**src/scrub_timer.sv**
```systemverilog
// Scrub interval timer and address pointer

`timescale 1ns/1ns

module scrub_timer #(
    parameter int N_REGS       = 16,
    parameter int SCRUB_PERIOD = 8
) (
    input  logic                      s_c_i,
    input  logic                      rst_i,
    input  logic                      run_i,
    input  logic                      advance_i,
    output logic                      step_o,
    output logic [$clog2(N_REGS)-1:0] scrub_addr_o
);
    localparam int AW    = $clog2(N_REGS);
    localparam int CNT_W = $clog2(SCRUB_PERIOD + 1);

    logic [CNT_W-1:0] cnt_q;
    logic [AW-1:0]    addr_q;

    // Fires once SCRUB_PERIOD idle cycles have gone by
    assign step_o = run_i && (cnt_q == CNT_W'(SCRUB_PERIOD));

    always_ff @(posedge s_c_i) begin
        if (rst_i) begin
            cnt_q <= '0;
        end else if (!run_i || step_o) begin
            cnt_q <= '0;                // Restart on every return to idle
        end else begin
            cnt_q <= cnt_q + 1'b1;
        end
    end

    // Power of two depth, so the pointer wraps by itself
    always_ff @(posedge s_c_i) begin
        if (rst_i) begin
            addr_q <= '0;
        end else if (advance_i) begin
            addr_q <= addr_q + 1'b1;
        end
    end

    assign scrub_addr_o = addr_q;

endmodule

```
**config.mk**
```make
export PLATFORM = sky130hd
export DESIGN_NAME = scrub_timer
export DESIGN_NICKNAME = d
export VERILOG_FILES = /design/src/scrub_timer.sv
export SDC_FILE = /design/constraint.sdc
export NUM_CORES = 1
export LEC_CHECK = 0
export BUFFER_PORTS_ARGS = -buffer_cell sky130_fd_sc_hd__buf_2
export CAP_MARGIN = 25
export CORE_AREA = 2 2 39 41
export CTS_BUF_LIST = sky130_fd_sc_hd__clkbuf_16
export DETAILED_ROUTE_END_ITERATION = 7
export DIE_AREA = 0 0 41 43
export SKIP_CTS_REPAIR_TIMING = 1
export SLEW_MARGIN = 10
export SYNTH_ARGS = -nofsm -noshare
export SYNTH_HDL_FRONTEND = slang
export SYNTH_SLANG_ARGS = --single-unit
```
**constraint.sdc**
```tcl
create_clock -name s_c_i -period 1.24 [get_ports s_c_i]
set_input_delay 0.248 -clock s_c_i [delete_from_list [all_inputs] [get_ports s_c_i]]
set_output_delay 0.248 -clock s_c_i [all_outputs]
set_load 0.1 [all_outputs]
```
==> metrics <==
syn avg cell area 9.616 um^2; filler-free cell count of the finished design 64; failing checks setup timing; first drt pass iteration count 2; P_leak 0.2624 nW; Syn Nets 42; initial antenna violation count 0; Slew HR 79.16%; CTS tree yes; clock sink total 8; die area 1763 um^2; VDD IR max 0.0008275 V; actual slew at the worst max-slew pin 310.5 ps; critical path data required time 990 ps; drc violations 0; post-route ant nets 0; top cell type by total area after synthesis dfxtp_1; Core Area 1384 um^2; DR WL/cell 8.734 um; met1 Usage GRT 8.117%; Initial DRC Count 3; htree depth 1; busiest grt layer met2; top-area cell type share of the netlist area 47.58%; PortBufs 8; grt met3 use 3.141%; Via density 4.203; Syn Inst Count 35; max-slew violations 0; row cnt 14; Worst-path clk slew 40 ps; CTS Buf Count 3; Tightest Hold Check Type in -> reg; Setup Viol. Count Final 1; total wire length 559 um; Hold Slack 230.6 ps; Sw Ratio 22.30%; Clock Latency Late Sink 230 ps; Fmax 0.6877 GHz; synthesized area 336.6 um^2; Final Cycle Share 117.3%; CP endpoint kind output pin; DP Wirelength 438.7 um; critical path peak fanout 3; share of cells above drive strength 1 50.00%; number of diodes 0; max_cap viols 0; internal power 0.0007402 W; Die Wd 41 um; vias in the first global route 244; P_sw 0.0002125 W; Seq cells post-synth 8; largest net degree at the start of global routing 6; met2 usage 10.94%; critical path class reg -> out; register area share after synthesis 47.58%; Setup Skew 3.114 ps; pwr/cell area 1583 nW/um^2; gr ovfl total 0; sequential group share of total power 30.0%; GRT Util Overall 7.855%; RSZ-0062 raised after global routing yes; status finished, violations left; Area Growth Syn to Fin 78.81%; Starting Density 24.32%; # IOs 9; maximum buffer depth of the clock tree 2; CTS Root Cell clkbuf_16; crit path DAT 1210 ps; Final min period 1454 ps; Final Hold Viols 0; Ys Warns 0; CP Launch Type flip-flop; global-route wire length before repair 883 um; GP Congestion 0.6163; Comb pwr share 13.1%; Final nets 56; Clk pwr share 57.0%; placed cells 60; Die H 43 um; synth top area cells dfxtp_1 (48%), ha_1 (11%), nor2_1 (8.9%), xor2_1 (7.8%), xnor2_1 (5.2%); Setup WS post-layout -214.2 ps; Distinct cells, synth 13; DR vias 269
worst max-delay path: stages, from the launching register on:
cell and delay, ps:
dfxtp_2 320, inv_2 60, ha_4 130, nand2_4 50, nor3b_4 200, buf_12 200
cells in the final DEF, fill, tap and decap left out:
cell type,count
nor2b_1,1
buf_4,1
o21ai_1,1
nand4_2,1
inv_1,2
nand2_1,1
mux2i_1,1
inv_2,2
buf_2,3
nor3b_4,1
dfxtp_2,4
dfxtp_1,2
ha_1,2
ha_4,1
buf_12,5
xnor2_1,2
nand3_1,1
clkbuf_16,3
nand2_4,1
xor2_1,3
dfxtp_4,2
nor2_1,8
power groups by stage:
stage	logic (W)	registers [W]	clock network, W
floorplan	0.0000295	0.000336	0
global placement	0.000124	0.000289	0
detailed placement	0.000126	0.000289	0
CTS	0.000126	0.000285	0.000561
global route	0.000133	0.000286	0.000575
finish	0.000124	0.000285	0.000543
synth_stat cells:
cell     instances
xnor2_1          2
nand3_1          1
dfxtp_1          8
xor2_1           3
ha_1             3
nand2_1          2
mux2i_1          1
nor2b_1          1
inv_1            3
nand4_2          1
nor2_1           8
o21ai_1          1
nor3b_1          1
final cells by class:
cell class              count  area, um^2
fillers                   134       782.0
clock inverters             1       3.754
repair buffers              9       122.6
multi-input cells          24       196.4
flip-flops and latches      8       172.7
clock buffers               3       75.07
inverters                   3       11.26
well taps                  16       20.02
cells by family after synthesis:
family	share of synthesized area (%)
AND/OR/NAND/NOR	20.45
flip-flops	47.58
XOR/XNOR	13.01
buffers and inverters	3.345
adder cells (fa/ha/maj)	11.15
AO/OA/AOI/OAI	1.486
multiplexers	2.974
path summary, 6_finish.rpt:
kind,from,to,slack [ps],depth (start not counted)
max,cnt_q[1],step_o,-210,5
min,rst_i,scrub_addr_o[0],230,2
max reg2reg,cnt_q[1],cnt_q[2],180,5
min reg2reg,cnt_q[0],cnt_q[0],510,2
through the flow:
stage               TNS, ps  total power [W]  instance area [um^2]  worst slack [ps]  util, %
CTS                  -233.4        0.0009726                 601.8            -233.4    43.49
global placement          0        0.0004132                 523.0             36.76    37.79
finish               -214.2        0.0009526                 601.8            -214.2    43.49
detailed placement        0        0.0004152                 523.0             22.04    37.79
global route         -253.3        0.0009940                 601.8            -253.3    43.49
floorplan            -383.7        0.0003656                 380.4            -383.7        -
state kept, by name, indices dropped and copies added (netlist names):
signal / count
cnt_q: 4
scrub_addr_o: 4
metal layers:
| metal | share of wire, % | wire length (um) | up-vias |
|---|---|---|---|
| met2 | 44 | 248 | 9 |
| li1 | - | - | 137 |
| met3 | 7.2 | 40 | 2 |
| met1 | 45 | 253 | 121 |
| met5 | 0 | 0 | - |
| met4 | 3.0 | 17 | 0 |
Note: power is estimated with default switching activity, not from simulation.
