--- src/tmr_pkg.sv ---
// TMR register file shared definitions

package tmr_pkg;

    // Redundancy level of every stored word
    localparam int NUM_COPIES = 3;

    // Width of the scrub repair counter
    localparam int FIX_CNT_W = 16;

    // Scrubber sequence
    // IDLE waits for the interval timer, READ samples the voted word,
    // FIX writes the voted word back to all copies
    typedef enum logic [1:0] {
        SCRUB_IDLE = 2'd0,
        SCRUB_READ = 2'd1,
        SCRUB_FIX  = 2'd2
    } scrub_state_e;

endpackage

--- src/scrub_fsm.sv ---
// Scrubber state machine and repair counter

`timescale 1ns/1ns

module scrub_fsm import tmr_pkg::*; #(
    parameter int DATA_W = 32,
    parameter int N_REGS = 16
) (
    input  logic                      s_c_i,
    input  logic                      rst_i,
    input  logic                      step_i,
    input  logic                      wr_en_i,
    input  logic [$clog2(N_REGS)-1:0] wr_addr_i,
    input  logic [$clog2(N_REGS)-1:0] scrub_addr_i,
    input  logic [DATA_W-1:0]         scrub_word_i,
    input  logic                      scrub_err_i,
    output logic                      run_o,
    output logic                      advance_o,
    output logic                      fix_en_o,
    output logic [$clog2(N_REGS)-1:0] fix_addr_o,
    output logic [DATA_W-1:0]         fix_data_o,
    output logic                      busy_o,
    output logic [FIX_CNT_W-1:0]      fixes_o
);
    localparam int AW = $clog2(N_REGS);

    scrub_state_e         state_q;
    scrub_state_e         state_d;
    logic [DATA_W-1:0]    word_q;
    logic [AW-1:0]        addr_q;
    logic [FIX_CNT_W-1:0] fixes_q;
    logic                 hit_read;
    logic                 hit_fix;

    // User write to the word under scrub makes the vote stale
    assign hit_read = wr_en_i && (wr_addr_i == scrub_addr_i);
    assign hit_fix  = wr_en_i && (wr_addr_i == addr_q);

    always_comb begin
        state_d   = state_q;
        advance_o = 1'b0;
        case (state_q)
            SCRUB_IDLE: begin
                if (step_i) state_d = SCRUB_READ;
            end
            SCRUB_READ: begin
                if (!scrub_err_i || hit_read) begin
                    state_d   = SCRUB_IDLE;   // Clean word or overwritten
                    advance_o = 1'b1;
                end else begin
                    state_d   = SCRUB_FIX;
                end
            end
            SCRUB_FIX: begin
                if (hit_fix || !wr_en_i) begin  // Dropped or written back
                    state_d   = SCRUB_IDLE;
                    advance_o = 1'b1;
                end
            end
            default: state_d = SCRUB_IDLE;
        endcase
    end

    always_ff @(posedge s_c_i) begin
        if (rst_i) begin
            state_q <= SCRUB_IDLE;
            fixes_q <= '0;
        end else begin
            state_q <= state_d;
            if (fix_en_o && (fixes_q != '1)) fixes_q <= fixes_q + 1'b1;   // Saturates
        end
    end

    // Voted word and its address, held for the write back
    always_ff @(posedge s_c_i) begin
        if (state_q == SCRUB_READ) begin
            word_q <= scrub_word_i;
            addr_q <= scrub_addr_i;
        end
    end

    // User writes keep priority over the repair
    assign fix_en_o   = (state_q == SCRUB_FIX) && !wr_en_i;
    assign fix_addr_o = addr_q;
    assign fix_data_o = word_q;
    assign run_o      = (state_q == SCRUB_IDLE);
    assign busy_o     = (state_q != SCRUB_IDLE);
    assign fixes_o    = fixes_q;

endmodule

--- config.mk ---
export PLATFORM = sky130hd
export DESIGN_NAME = scrub_fsm
export DESIGN_NICKNAME = d
export VERILOG_FILES = /design/src/tmr_pkg.sv /design/src/scrub_fsm.sv
export SDC_FILE = /design/constraint.sdc
export NUM_CORES = 1
export LEC_CHECK = 0
export ABC_AREA = 1
export BUFFER_PORTS_ARGS = -buffer_cell sky130_fd_sc_hd__buf_4
export CORE_MARGIN = 1
export CORE_UTILIZATION = 50
export DETAILED_ROUTE_END_ITERATION = 10
export MAX_ROUTING_LAYER = met4
export PLACE_DENSITY_LB_ADDON = 0.08
export SYNTH_ARGS = -nofsm -noshare
export SYNTH_HDL_FRONTEND = slang
export SYNTH_SLANG_ARGS = --single-unit
export TNS_END_PERCENT = 1
--- constraint.sdc ---
create_clock -name s_c_i -period 4.4 [get_ports s_c_i]
set_input_delay 0.44 -clock s_c_i [delete_from_list [all_inputs] [get_ports s_c_i]]
set_output_delay 0.44 -clock s_c_i [all_outputs]
set_load 0.02 [all_outputs]
==> results.cfg <==
[cts]
htreeDepth = 2
root_buffer = clkbuf_8
holdBufCountCts = 0
insertion_delay_ps = 300
clk_pin_slew_worst_paths_ps = 90
post_cts_buffers = 0
cts_max_path_buffers = 2
cts_tree = yes
clock_sinks = 54
cts_resized = 0
cts_buffers = 5

[layout]
seq_area_um2 = 1440
fin_util_pct = 73.0
area_growth_pct = 39.1
fin_nets = 375
multi_input_area_um2 = 778
drive_above_1_share_pct = 40.1
antenna_cells = 0
fillers = 340

[worst_setup_path]
path_max_fanout = 38
arrival_ps = 1740
cp_data_required_time_ps = 3960
cp-end-kind = primary output
path_class = register to primary output
start_kind = register

[routing]
wl_per_cell_um = 12.7
drtAntennaViolNets = 0
first_pass_iters = 4
route.detailed.drc = 0
dr_total_vias = 1833
finalWirelength_mm = 4.83
via_per_inst = 4.84
drtIter0Drc = 71

[synthesis]
syn_area_um2 = 2320
ys_ff_latch = 54
yosysWarningCount = 0
synthCells = 221
yosysSeqAreaShare_pct = 62.2
ys_types = 28
syn_nets = 270
synth.avg_cell_area_um2 = 10.5

[timing]
fmax_ghz = 0.458
relSlewSlack_pct = 69.2
min_period_ps = 2180
rsz0062_at_grt = false
setup_viol = 0
worst_pin_slew_ps = 461
finalCritPeriodShare_pct = 49.7
report.final.hold_viol_count = 0
clock_skew_ps = 6.86
final.setup.tns_ps = 0
drv_slew = 0

[place]
io_buffer_count = 100
gp_congestion = 0.784
place_hpwl_mm = 3.60

[grt]
grt-ovfl-total = 0
grt.total_usage_pct = 20.6
grt_pass1_wl_mm = 7.69
antenna_found_initial = 0
grt_max_degree = 39
grt_pass1_vias = 1603

[floorplan]
dieArea_um2 = 4910
core-area_um2 = 4410
die_h_um = 70.1
ios = 101
die_w_um = 70.1
initial_core_util_pct = 52.5
rows = 24

[min_path]
hp-class = input pin to register

[power]
vdd.ir_drop.worst_mv = 0.294
cellPowerDensity_nw_per_um2 = 397
power.static_leakage_nw = 1.39

[run]
cap_viol_max_count = 0

[run_status]
status = finished clean
[state kept, by name, summed over array words and instances (netlist names)]
| signal | flops |
|---|---|
| fix_addr_o | 4 |
| fix_data_o | 32 |
| fixes_o | 16 |
| state_q | 2 |
[power by group]
| part | internal (mW) | switching [mW] |
|---|---|---|
| combinational | 0.126 | 0.187 |
| sequential | 0.619 | 0.0236 |
| clock | 0.170 | 0.155 |
[cells in the final DEF (no fill, tap or decap)]
cell type | netlist | final
nor2_2 | 3 | 3
nor3_4 | 1 | 1
inv_1 | 18 | 18
clkbuf_1 | 1 | 1
nand2_2 | 4 | 4
buf_4 | 0 | 101
nor3_1 | 3 | 3
nand4_1 | 1 | 1
xnor2_1 | 3 | 3
a21boi_0 | 1 | 1
o21ai_1 | 1 | 1
nor3_2 | 1 | 1
a21oi_1 | 6 | 6
nor2_1 | 19 | 19
nand3_1 | 9 | 9
edfxtp_1 | 36 | 36
dfxtp_1 | 18 | 18
a21oi_2 | 10 | 10
bufinv_16 | 0 | 1
a31oi_1 | 1 | 1
nand3_2 | 2 | 2
clkbuf_8 | 0 | 5
xor2_1 | 8 | 8
inv_2 | 1 | 1
nand2_1 | 63 | 63
ha_1 | 4 | 4
o21a_1 | 1 | 1
clkinvlp_4 | 0 | 1
o21ai_0 | 2 | 2
or2_2 | 1 | 1
nor3b_1 | 1 | 1
[worst max-delay path: stages, from the launching register on]
cell	delay (ps)
dfxtp_1	330
inv_1	80
ha_1	150
buf_4	400
a21boi_0	230
o21a_1	130
buf_4	130
[logic make-up (layout without fill, tap and decap cells)]
| family | Yosys count | count (layout) | synth area share [%] |
|---|---|---|---|
| compound gates | 22 | 22 | 6.64 |
| flops | 54 | 54 | 62.2 |
| fa+ha+maj | 4 | 4 | 2.16 |
| buf+inv | 22 | 128 | 4.21 |
| xor+xnor | 11 | 11 | 4.16 |
| simple gates | 108 | 108 | 20.6 |
[worst paths after layout]
kind                      startpoint                       end  slack, ps  cells after the start
min                 scrub_word_i[28]  fix_data_o[28]$_DFFE_PP_        310                      1
min reg2reg  fixes_o[1]$_SDFFE_PP0P_   fixes_o[1]$_SDFFE_PP0P_        520                      2
max          state_q[1]$_SDFFE_PP0P_                 advance_o       2220                      6
max reg2reg  fixes_o[0]$_SDFFE_PP0P_  fixes_o[15]$_SDFFE_PP0P_       2650                      8
[per-layer routing]
metal  GRT usage, %  wire (um)  share of wire [%]  up-vias
met4           5.33         37               0.77        0
met3           5.48        337                7.0        4
met5              -          0                  0        -
met1           26.7       2110                 44      831
li1               -          -                  -      935
met2           32.3       2340                 49       63
[through the flow]
| stage | power (mW) | cells | cell area, um^2 | worst slack, ps | hold slack (ps) |
|---|---|---|---|---|---|
| floorplan | 0.827 | 221 | 2320 | 2150 | 465 |
| global placement | 0.961 | 371 | 3110 | 2580 | 480 |
| detailed placement | 0.969 | 371 | 3110 | 2510 | 503 |
| CTS | 1.29 | 379 | 3220 | 2180 | 303 |
| global route | 1.33 | 379 | 3220 | 2100 | 294 |
| finish | 1.28 | 379 | 3220 | 2220 | 309 |
[cell type report]
type	instances	share of cell area, %
flip-flops and latches	54	44.7
inverters	19	2.21
well taps	52	2.02
multi-input cells	145	24.1
repair buffers	101	23.5
clock inverters	2	1.16
clock buffers	6	2.25
[cell usage after synthesis]
| master | n | share of area [%] |
|---|---|---|
| a21boi_0 | 1 | 0.32 |
| a21oi_1 | 6 | 1.3 |
| a21oi_2 | 10 | 3.8 |
| a31oi_1 | 1 | 0.27 |
| buf_6 | 2 | 0.97 |
| clkbuf_1 | 1 | 0.16 |
| dfxtp_1 | 18 | 16 |
| edfxtp_1 | 36 | 47 |
| ha_1 | 4 | 2.2 |
| inv_1 | 18 | 2.9 |
| inv_2 | 1 | 0.16 |
| nand2_1 | 63 | 10 |
| nand2_2 | 4 | 1.1 |
| nand3_1 | 9 | 1.9 |
| nand3_2 | 2 | 0.86 |
| nand4_1 | 1 | 0.27 |
| nor2_1 | 19 | 3.1 |
| nor2_2 | 3 | 0.81 |
| nor3_1 | 3 | 0.65 |
| nor3_2 | 1 | 0.43 |
| nor3_4 | 1 | 0.70 |
| nor3b_1 | 1 | 0.32 |
| o21a_1 | 1 | 0.32 |
| o21ai_0 | 2 | 0.43 |
| o21ai_1 | 1 | 0.22 |
| or2_2 | 1 | 0.27 |
| xnor2_1 | 3 | 1.1 |
| xor2_1 | 8 | 3.0 |
No activity file was read; power rests on OpenSTA's default activity.
