`config.mk`:
```
export PLATFORM = sky130hd
export DESIGN_NAME = tmr_voter
export DESIGN_NICKNAME = d
export VERILOG_FILES = /design/src/tmr_pkg.sv /design/src/tmr_voter.sv
export SDC_FILE = /design/constraint.sdc
export NUM_CORES = 1
export LEC_CHECK = 0
export ABC_AREA = 1
export BUFFER_PORTS_ARGS = -buffer_cell sky130_fd_sc_hd__buf_4
export CORE_MARGIN = 2
export CORE_UTILIZATION = 47
export DETAILED_ROUTE_END_ITERATION = 16
export PLACE_DENSITY_LB_ADDON = 0.1
export SYNTH_ARGS = -nofsm -noshare
export SYNTH_HDL_FRONTEND = slang
export SYNTH_SLANG_ARGS = --single-unit
```
`constraint.sdc`:
```
create_clock -name vclk -period 1.5
set_input_delay 0 -clock vclk [all_inputs]
set_output_delay 0 -clock vclk [all_outputs]
set_load 0.05 [all_outputs]
```
`src/tmr_pkg.sv`:
```
// TMR register file shared definitions

package tmr_pkg;

    // Redundancy level of every stored word
    localparam int NUM_COPIES = 3;

    // Width of the scrub repair counter
    localparam int FIX_CNT_W = 16;

    // Scrubber sequence
    // IDLE waits for the interval timer, READ samples the voted word,
    // FIX writes the voted word back to all copies
    typedef enum logic [1:0] {
        SCRUB_IDLE = 2'd0,
        SCRUB_READ = 2'd1,
        SCRUB_FIX  = 2'd2
    } scrub_state_e;

endpackage

```
`src/tmr_voter.sv`:
```
// Three-way majority voter

`timescale 1ns/1ns

module tmr_voter import tmr_pkg::*; #(
    parameter int DATA_W = 32
) (
    input  logic [DATA_W-1:0] a_i,
    input  logic [DATA_W-1:0] b_i,
    input  logic [DATA_W-1:0] c_i,
    output logic [DATA_W-1:0] q_o,
    output logic              err_o
);
    logic [DATA_W-1:0] words [NUM_COPIES];
    logic [DATA_W-1:0] diff;

    assign words[0] = a_i;
    assign words[1] = b_i;
    assign words[2] = c_i;

    // Two of three per bit
    assign q_o = (a_i & b_i) | (a_i & c_i) | (b_i & c_i);

    // Compare each copy with its neighbour around the ring
    always_comb begin
        diff = '0;
        for (int i = 0; i < NUM_COPIES; i++) begin
            diff |= words[i] ^ words[(i + 1) % NUM_COPIES];
        end
    end

    assign err_o = |diff;

endmodule

```
==> run summary, run 1 <==
- finished, final reports clean — outcome
- 5 — Yosys cell types
- 0 um2 — area taken by flip-flops and latches
- 545 — net count of the finished layout
- in2out — CP Class
- 2 — crit-path max FO
- 11 — violation count after the first detailed-routing iteration
- 0 — Setup violations, final
- 866 MHz — Highest Clock Rate
- 324 ps — Worst Setup Slack post-DPL
- 0 — count of instances resized after the clock tree is built
- 345 ps — post-route worst setup slack
- 68.4% — share of the synthesized area in the top cell type
- 0 — Hold-fix buffers, CTS
- 222 — count of mapped cells out of synthesis
- 0 — count of final hold-check violations
- 1160 ps — WP data arrival
- sky130_fd_sc_hd__ha_1 68%, sky130_fd_sc_hd__nor2_1 13%, sky130_fd_sc_hd__or3_1 11% — largest cells by area after synthesis
- 0 — max-slew violation total from the final report
- 414 — synthesized netlist net count
- 0 — number of routed nets with antenna violations
- 4.24 mm — final wirelength
- 0 ps — Post-Route Setup TNS
- 89.3% — relative slew slack
- 129 — count of buffers inserted at the top-level ports
- 0.952 mW — total power draw
- 0 — Syn. warnings
- 1160 ps — post-layout min period
- 76.6% — Core Util, Final
- 1978 — vias post-DR
- 0% — share of synthesized area occupied by flip-flops and latches
- 1760 um2 — cell area after synthesis
- sky130_fd_sc_hd__buf_4 — most common library cell in the layout ignoring fill and taps
- 0 — count of flip-flops and latches
- in2out — type of the most critical hold path
- 2780 um2 — Placed Area
- sky130_fd_sc_hd__ha_1 — leading area contributor after synthesis
- 36.8% — fraction of layout instances using a drive strength above 1
- no — unrepaired setup endpoints after global routing
- 10.6 um — Avg WL per Cell
- 0 — Post-CTS Setup Bufs
- 0 — initial antenna violation count
- 0 — clock buf count
- 1500 ps — required time reported for the critical path endpoint
- 0 — total overflow reported by the global router
- 65.1 um — Die Span Y
- 4.96 — Vias per Instance
- 2 — length of the first detailed-routing pass in iterations
- 58.6% — growth of design area from synthesis to finish
- 22 — # rows
- 342 nW/um2 — cell area power density
- 0 — Ant. Diodes
- 474 ps — Hold Slack
- 260 uV — Max rail drop VDD
- 4240 um2 — die area
- 2.47 mm — routed length on met2
- 348 um — wire length on met3
- 3 — maximum number of pins on one net before global-route repair
- 0.759 — RePlAce Congestion
- output pin — Crit. End Element
- 7.91 um2 — Post-Syn Area per Cell
- 4.12 mm — detailed-placement wirelength estimate
- 162 ps — measured slew at the worst slew-check pin
- 77.0% — final critical-path share of the clock period
- 399 — Placed Cells
- input port — Startpoint Class
- 129 x sky130_fd_sc_hd__buf_4, 96 x sky130_fd_sc_hd__ha_1, 63 x sky130_fd_sc_hd__nor2_1, 32 x sky130_fd_sc_hd__or3_1, 30 x sky130_fd_sc_hd__nand2_1 — commonest non-fill, non-tap cells in the layout
- met4 — highest routed metal layer
- 7.36 mm — wire length of the first global-routing pass
- 65.1 um — chip width
- 1.37 mm — wl on met1
- 20.7% — combined global-route utilization of all metal layers
- 48.3% — effective utilization at floorplan
- 0 — Max-Cap Viols
- 0 — Remaining DRCs
- 2016 — via count of the first global-routing pass
- 399 — count of placed standard cells in the final layout, fillers left out
- 3630 um2 — placeable core region
- a_i[31] — launching element of the worst setup path
- err_o — capture point of the worst path
- 129 — I/O pins
- 2780 um2 — summed area of non-filler cells in the final layout
- 1.59 nW — static leakage power
==> where the power goes <==
group | total, mW | switching [mW] | internal, mW | leakage, nW
logic | 0.952 | 0.532 | 0.419 | 1.59
registers | 0 | 0 | 0 | 0
clock network | 0 | 0 | 0 | 0
==> cell usage after synthesis <==
master and n:
sky130_fd_sc_hd__nand2_1 30, sky130_fd_sc_hd__or3_1 32, sky130_fd_sc_hd__nand3_1 1, sky130_fd_sc_hd__ha_1 96, sky130_fd_sc_hd__nor2_1 63
==> worst min-delay path by stage <==
stage | start | endpoint | slack (ps) | depth (start not counted)
6_report | b_i[30] | q_o[30] | 470 | 4
5_1_grt | b_i[11] | q_o[11] | 500 | 4
4_1_cts | c_i[6] | q_o[6] | 470 | 4
3_5_place_dp | c_i[6] | q_o[6] | 470 | 4
3_3_place_gp | c_i[5] | q_o[5] | 470 | 4
2_1_floorplan | c_i[0] | q_o[0] | 480 | 2
==> per-layer routing <==
| metal | up-vias | global-route usage [%] |
|---|---|---|
| met4 | 0 | 1.82 |
| met5 | - | 0 |
| li1 | 1055 | - |
| met1 | 853 | 18.4 |
| met2 | 66 | 48.1 |
| met3 | 4 | 3.08 |
==> final cells by class <==
cell class / count / area [um2]
tap: 48 / 60.1
timing repair buffer: 129 / 968
fill: 313 / 850
multi-input combinational: 222 / 1760
==> worst max-delay path, cell delays in order <==
cell	delay, ps
sky130_fd_sc_hd__buf_4	120
sky130_fd_sc_hd__ha_1	280
sky130_fd_sc_hd__nor2_1	110
sky130_fd_sc_hd__nand2_1	60
sky130_fd_sc_hd__nor2_1	110
sky130_fd_sc_hd__nand2_1	60
sky130_fd_sc_hd__nor2_1	130
sky130_fd_sc_hd__nand3_1	90
sky130_fd_sc_hd__buf_4	200
==> kinds of logic (layout without fill, tap and decap cells) <==
| logic type | Yosys count | in the layout | synth area share (%) |
|---|---|---|---|
| simple gates | 126 | 126 | 31.6 |
| fa+ha+maj | 96 | 96 | 68.4 |
| buf+inv | 0 | 129 | 0 |
(Power assumes the default switching activity.)
==> run 2, diff against run 1 <==
- ABC_AREA: 1 -> 0
- CORE_UTILIZATION: 47 -> 38
- clock period: 1.5 -> 1 ns (I/O delays scaled with it)
==> run summary, run 2 <==
- finished, violations left — outcome
- negative setup slack — violations in the final reports
- 0 — Remaining DRCs
- 23 — # rows
- 3 — length of the first detailed-routing pass in iterations
- 3550 um2 — summed area of non-filler cells in the final layout
- 1988 — vias post-DR
- 129 — count of buffers inserted at the top-level ports
- 69.3% — fraction of layout instances using a drive strength above 1
- 0 — count of final hold-check violations
- 0% — part of the power in registers
- 139% — final critical-path share of the clock period
- 4770 um2 — die area
- 353 — synthesized netlist net count
- sky130_fd_sc_hd__ha_1 75%, sky130_fd_sc_hd__or3_1 12%, sky130_fd_sc_hd__nor4_1 9.3% — largest cells by area after synthesis
- 53.4% — switching portion of total power
- yes — unrepaired setup endpoints after global routing
- 0 — count of flip-flops and latches
- 0 — Post-CTS Setup Bufs
- sky130_fd_sc_hd__nor4_2 — cell with the biggest individual delay on the critical path
- 161 — count of mapped cells out of synthesis
- 4.61 mm — detailed-placement wirelength estimate
- 0.771 — RePlAce Congestion
- 4.68% — GRT met3 Usage
- 0 um2 — area taken by flip-flops and latches
- 0 — number of routed nets with antenna violations
- 315 ps — measured slew at the worst slew-check pin
- 0% — mux share of post-synthesis cell area
- 0 — initial antenna violation count
- 54.4% — routing usage on met2
- sky130_fd_sc_hd__ha_1 — dominant cell by count in the synthesized netlist
- 4 — number of cells on the worst hold path
- 3 — maximum number of pins on one net before global-route repair
- 24.9% — combined global-route utilization of all metal layers
- 490 — net count of the finished layout
- 7 — Yosys cell types
- q_o[31] — hold endpoint
- 310 ps — largest stage delay on the critical path
- 74.7% — post-synthesis adder-cell area fraction
- -551 ps — Worst Setup Slack post-DPL
- 2 — Setup violations, final
- 20.3 um — Avg WL per Cell
- 5.75 — Vias per Instance
- sky130_fd_sc_hd__buf_4 — most common library cell in the layout ignoring fill and taps
- 69.1 um — chip width
- 0 — Ant. Diodes
- 460 ps — Hold Slack
- met2 — layer with the highest usage after global routing
- 0% — post-synthesis share of cell area spent on xor and xnor gates
- 1390 ps — WP data arrival
- 336 uV — Max rail drop VDD
- 2164 — via count of the first global-routing pass
- 0 — total overflow reported by the global router
- 1.06 mW — power dissipated by switching net loads
- 3000 um2 — Placed Area
- 7.03 mm — final wirelength
- sky130_fd_sc_hd__ha_1 — leading area contributor after synthesis
- 0 — clock buf count
- 9.99 um2 — Post-Syn Area per Cell
- 1.56 nW — static leakage power
- 121 x sky130_fd_sc_hd__buf_4, 48 x sky130_fd_sc_hd__ha_1, 48 x sky130_fd_sc_hd__ha_4, 31 x sky130_fd_sc_hd__or3_1 — commonest non-fill, non-tap cells in the layout
- 558 nW/um2 — cell area power density
- input port — Startpoint Class
- 0% — synthesized-area fraction occupied by ao, oa, aoi and oai cells
- 0.926 mW — Int Power
- 1.98 mW — total power draw
- 0 — Syn. warnings
- 2 — crit-path max FO
- 1000 ps — required time reported for the critical path endpoint
- 25.3% — post-synthesis share of cell area spent on and, or, nand and nor gates
- 69.1 um — Die Span Y
- buf_4 -> ha_4 -> nor4_4 -> nand4_1 -> nor4_2 -> nand2_2 -> buf_8 — cells along the critical path
- 22.2% — met1 global-route usage
- c_i[31] — worst hold path startpoint
- 718 MHz — Highest Clock Rate
- 35 — violation count after the first detailed-routing iteration
- 4030 um2 — placeable core region
- output pin — Crit. End Element
- 78.8% — relative slew slack
- 121% — growth of design area from synthesis to finish
- 74.7% — share of the synthesized area in the top cell type
- 1610 um2 — cell area after synthesis
- adder cells — dominant combinational cell family by area after synthesis
- 129 — I/O pins
- 0 — max-slew violation total from the final report
- 0 — Hold-fix buffers, CTS
- 100.0% — Combinational Power Share
- 0 — Max-Cap Viols
- in2out — CP Class
- 1390 ps — post-layout min period
- 0% — share of synthesized area occupied by flip-flops and latches
- 39.9% — effective utilization at floorplan
- -393 ps — Post-Route Setup TNS
- in2out — type of the most critical hold path
- 96 x sky130_fd_sc_hd__ha_1, 32 x sky130_fd_sc_hd__or3_1, 24 x sky130_fd_sc_hd__nor4_1 — leading post-synthesis cells by instance count
- 0% — power share of the clock group
- 9.76 mm — wire length of the first global-routing pass
- -392 ps — post-route worst setup slack
## run 2: cell types whose count changed after synthesis, sizes merged
cell,previous run,this run
nand3,1,0
nor2,63,1
nor4,0,25
nand2,30,1
nand4,0,6
## run 2: final cells by class
| cell class | instances | area, um2 |
|---|---|---|
| multi-input cells | 161 | 2410 |
| well taps | 50 | 62.6 |
| repair buffers | 135 | 1080 |
| fillers | 204 | 474 |
## run 2: worst max-delay path: cells and delay by family
family                   cells  cell delay [ps]
buffers and inverters        2              280
AND/OR/NAND/NOR              4              880
adder cells (fa/ha/maj)      1              220
## run 2: power groups by stage
stage / logic [mW] / clock network (mW) / registers, mW
2_1_floorplan: 0.781 / 0 / 0
3_3_place_gp: 1.47 / 0 / 0
3_5_place_dp: 1.52 / 0 / 0
4_1_cts: 1.69 / 0 / 0
5_1_grt: 2.12 / 0 / 0
6_report: 1.98 / 0 / 0
## run 2: metal layers
| layer | vias to the layer above | wire (um) |
|---|---|---|
| met5 | - | 0 |
| met4 | 0 | 193 |
| met3 | 16 | 419 |
| met2 | 86 | 4200 |
| met1 | 941 | 2210 |
| li1 | 945 | - |
## run 2: timing repair
item	4_1_cts	5_1_grt
resized for setup	33	37
pin swaps	15	27
setup endpoints to repair	2	3
gates cloned	0	0
## run 2: worst max-delay path by stage
stage | slack [ps] | cells after the start | start | to
final | -390 | 7 | b_i[13] | err_o
after global routing | -460 | 7 | b_i[16] | err_o
after CTS | -370 | 7 | b_i[9] | err_o
after detailed placement | -550 | 8 | b_i[12] | err_o
after global placement | -540 | 8 | b_i[12] | err_o
after floorplan | -110 | 5 | a_i[31] | err_o
## run 2: metrics by stage
step	instances	utilization [%]
floorplan	161	-
global placement	348	74.4
detailed placement	348	74.4
CTS	347	81.0
global route	346	88.2
finish	346	88.2
## run 2: kinds of logic after synthesis
family | Yosys count
adder cells (fa/ha/maj) | 96
AND/OR/NAND/NOR | 65
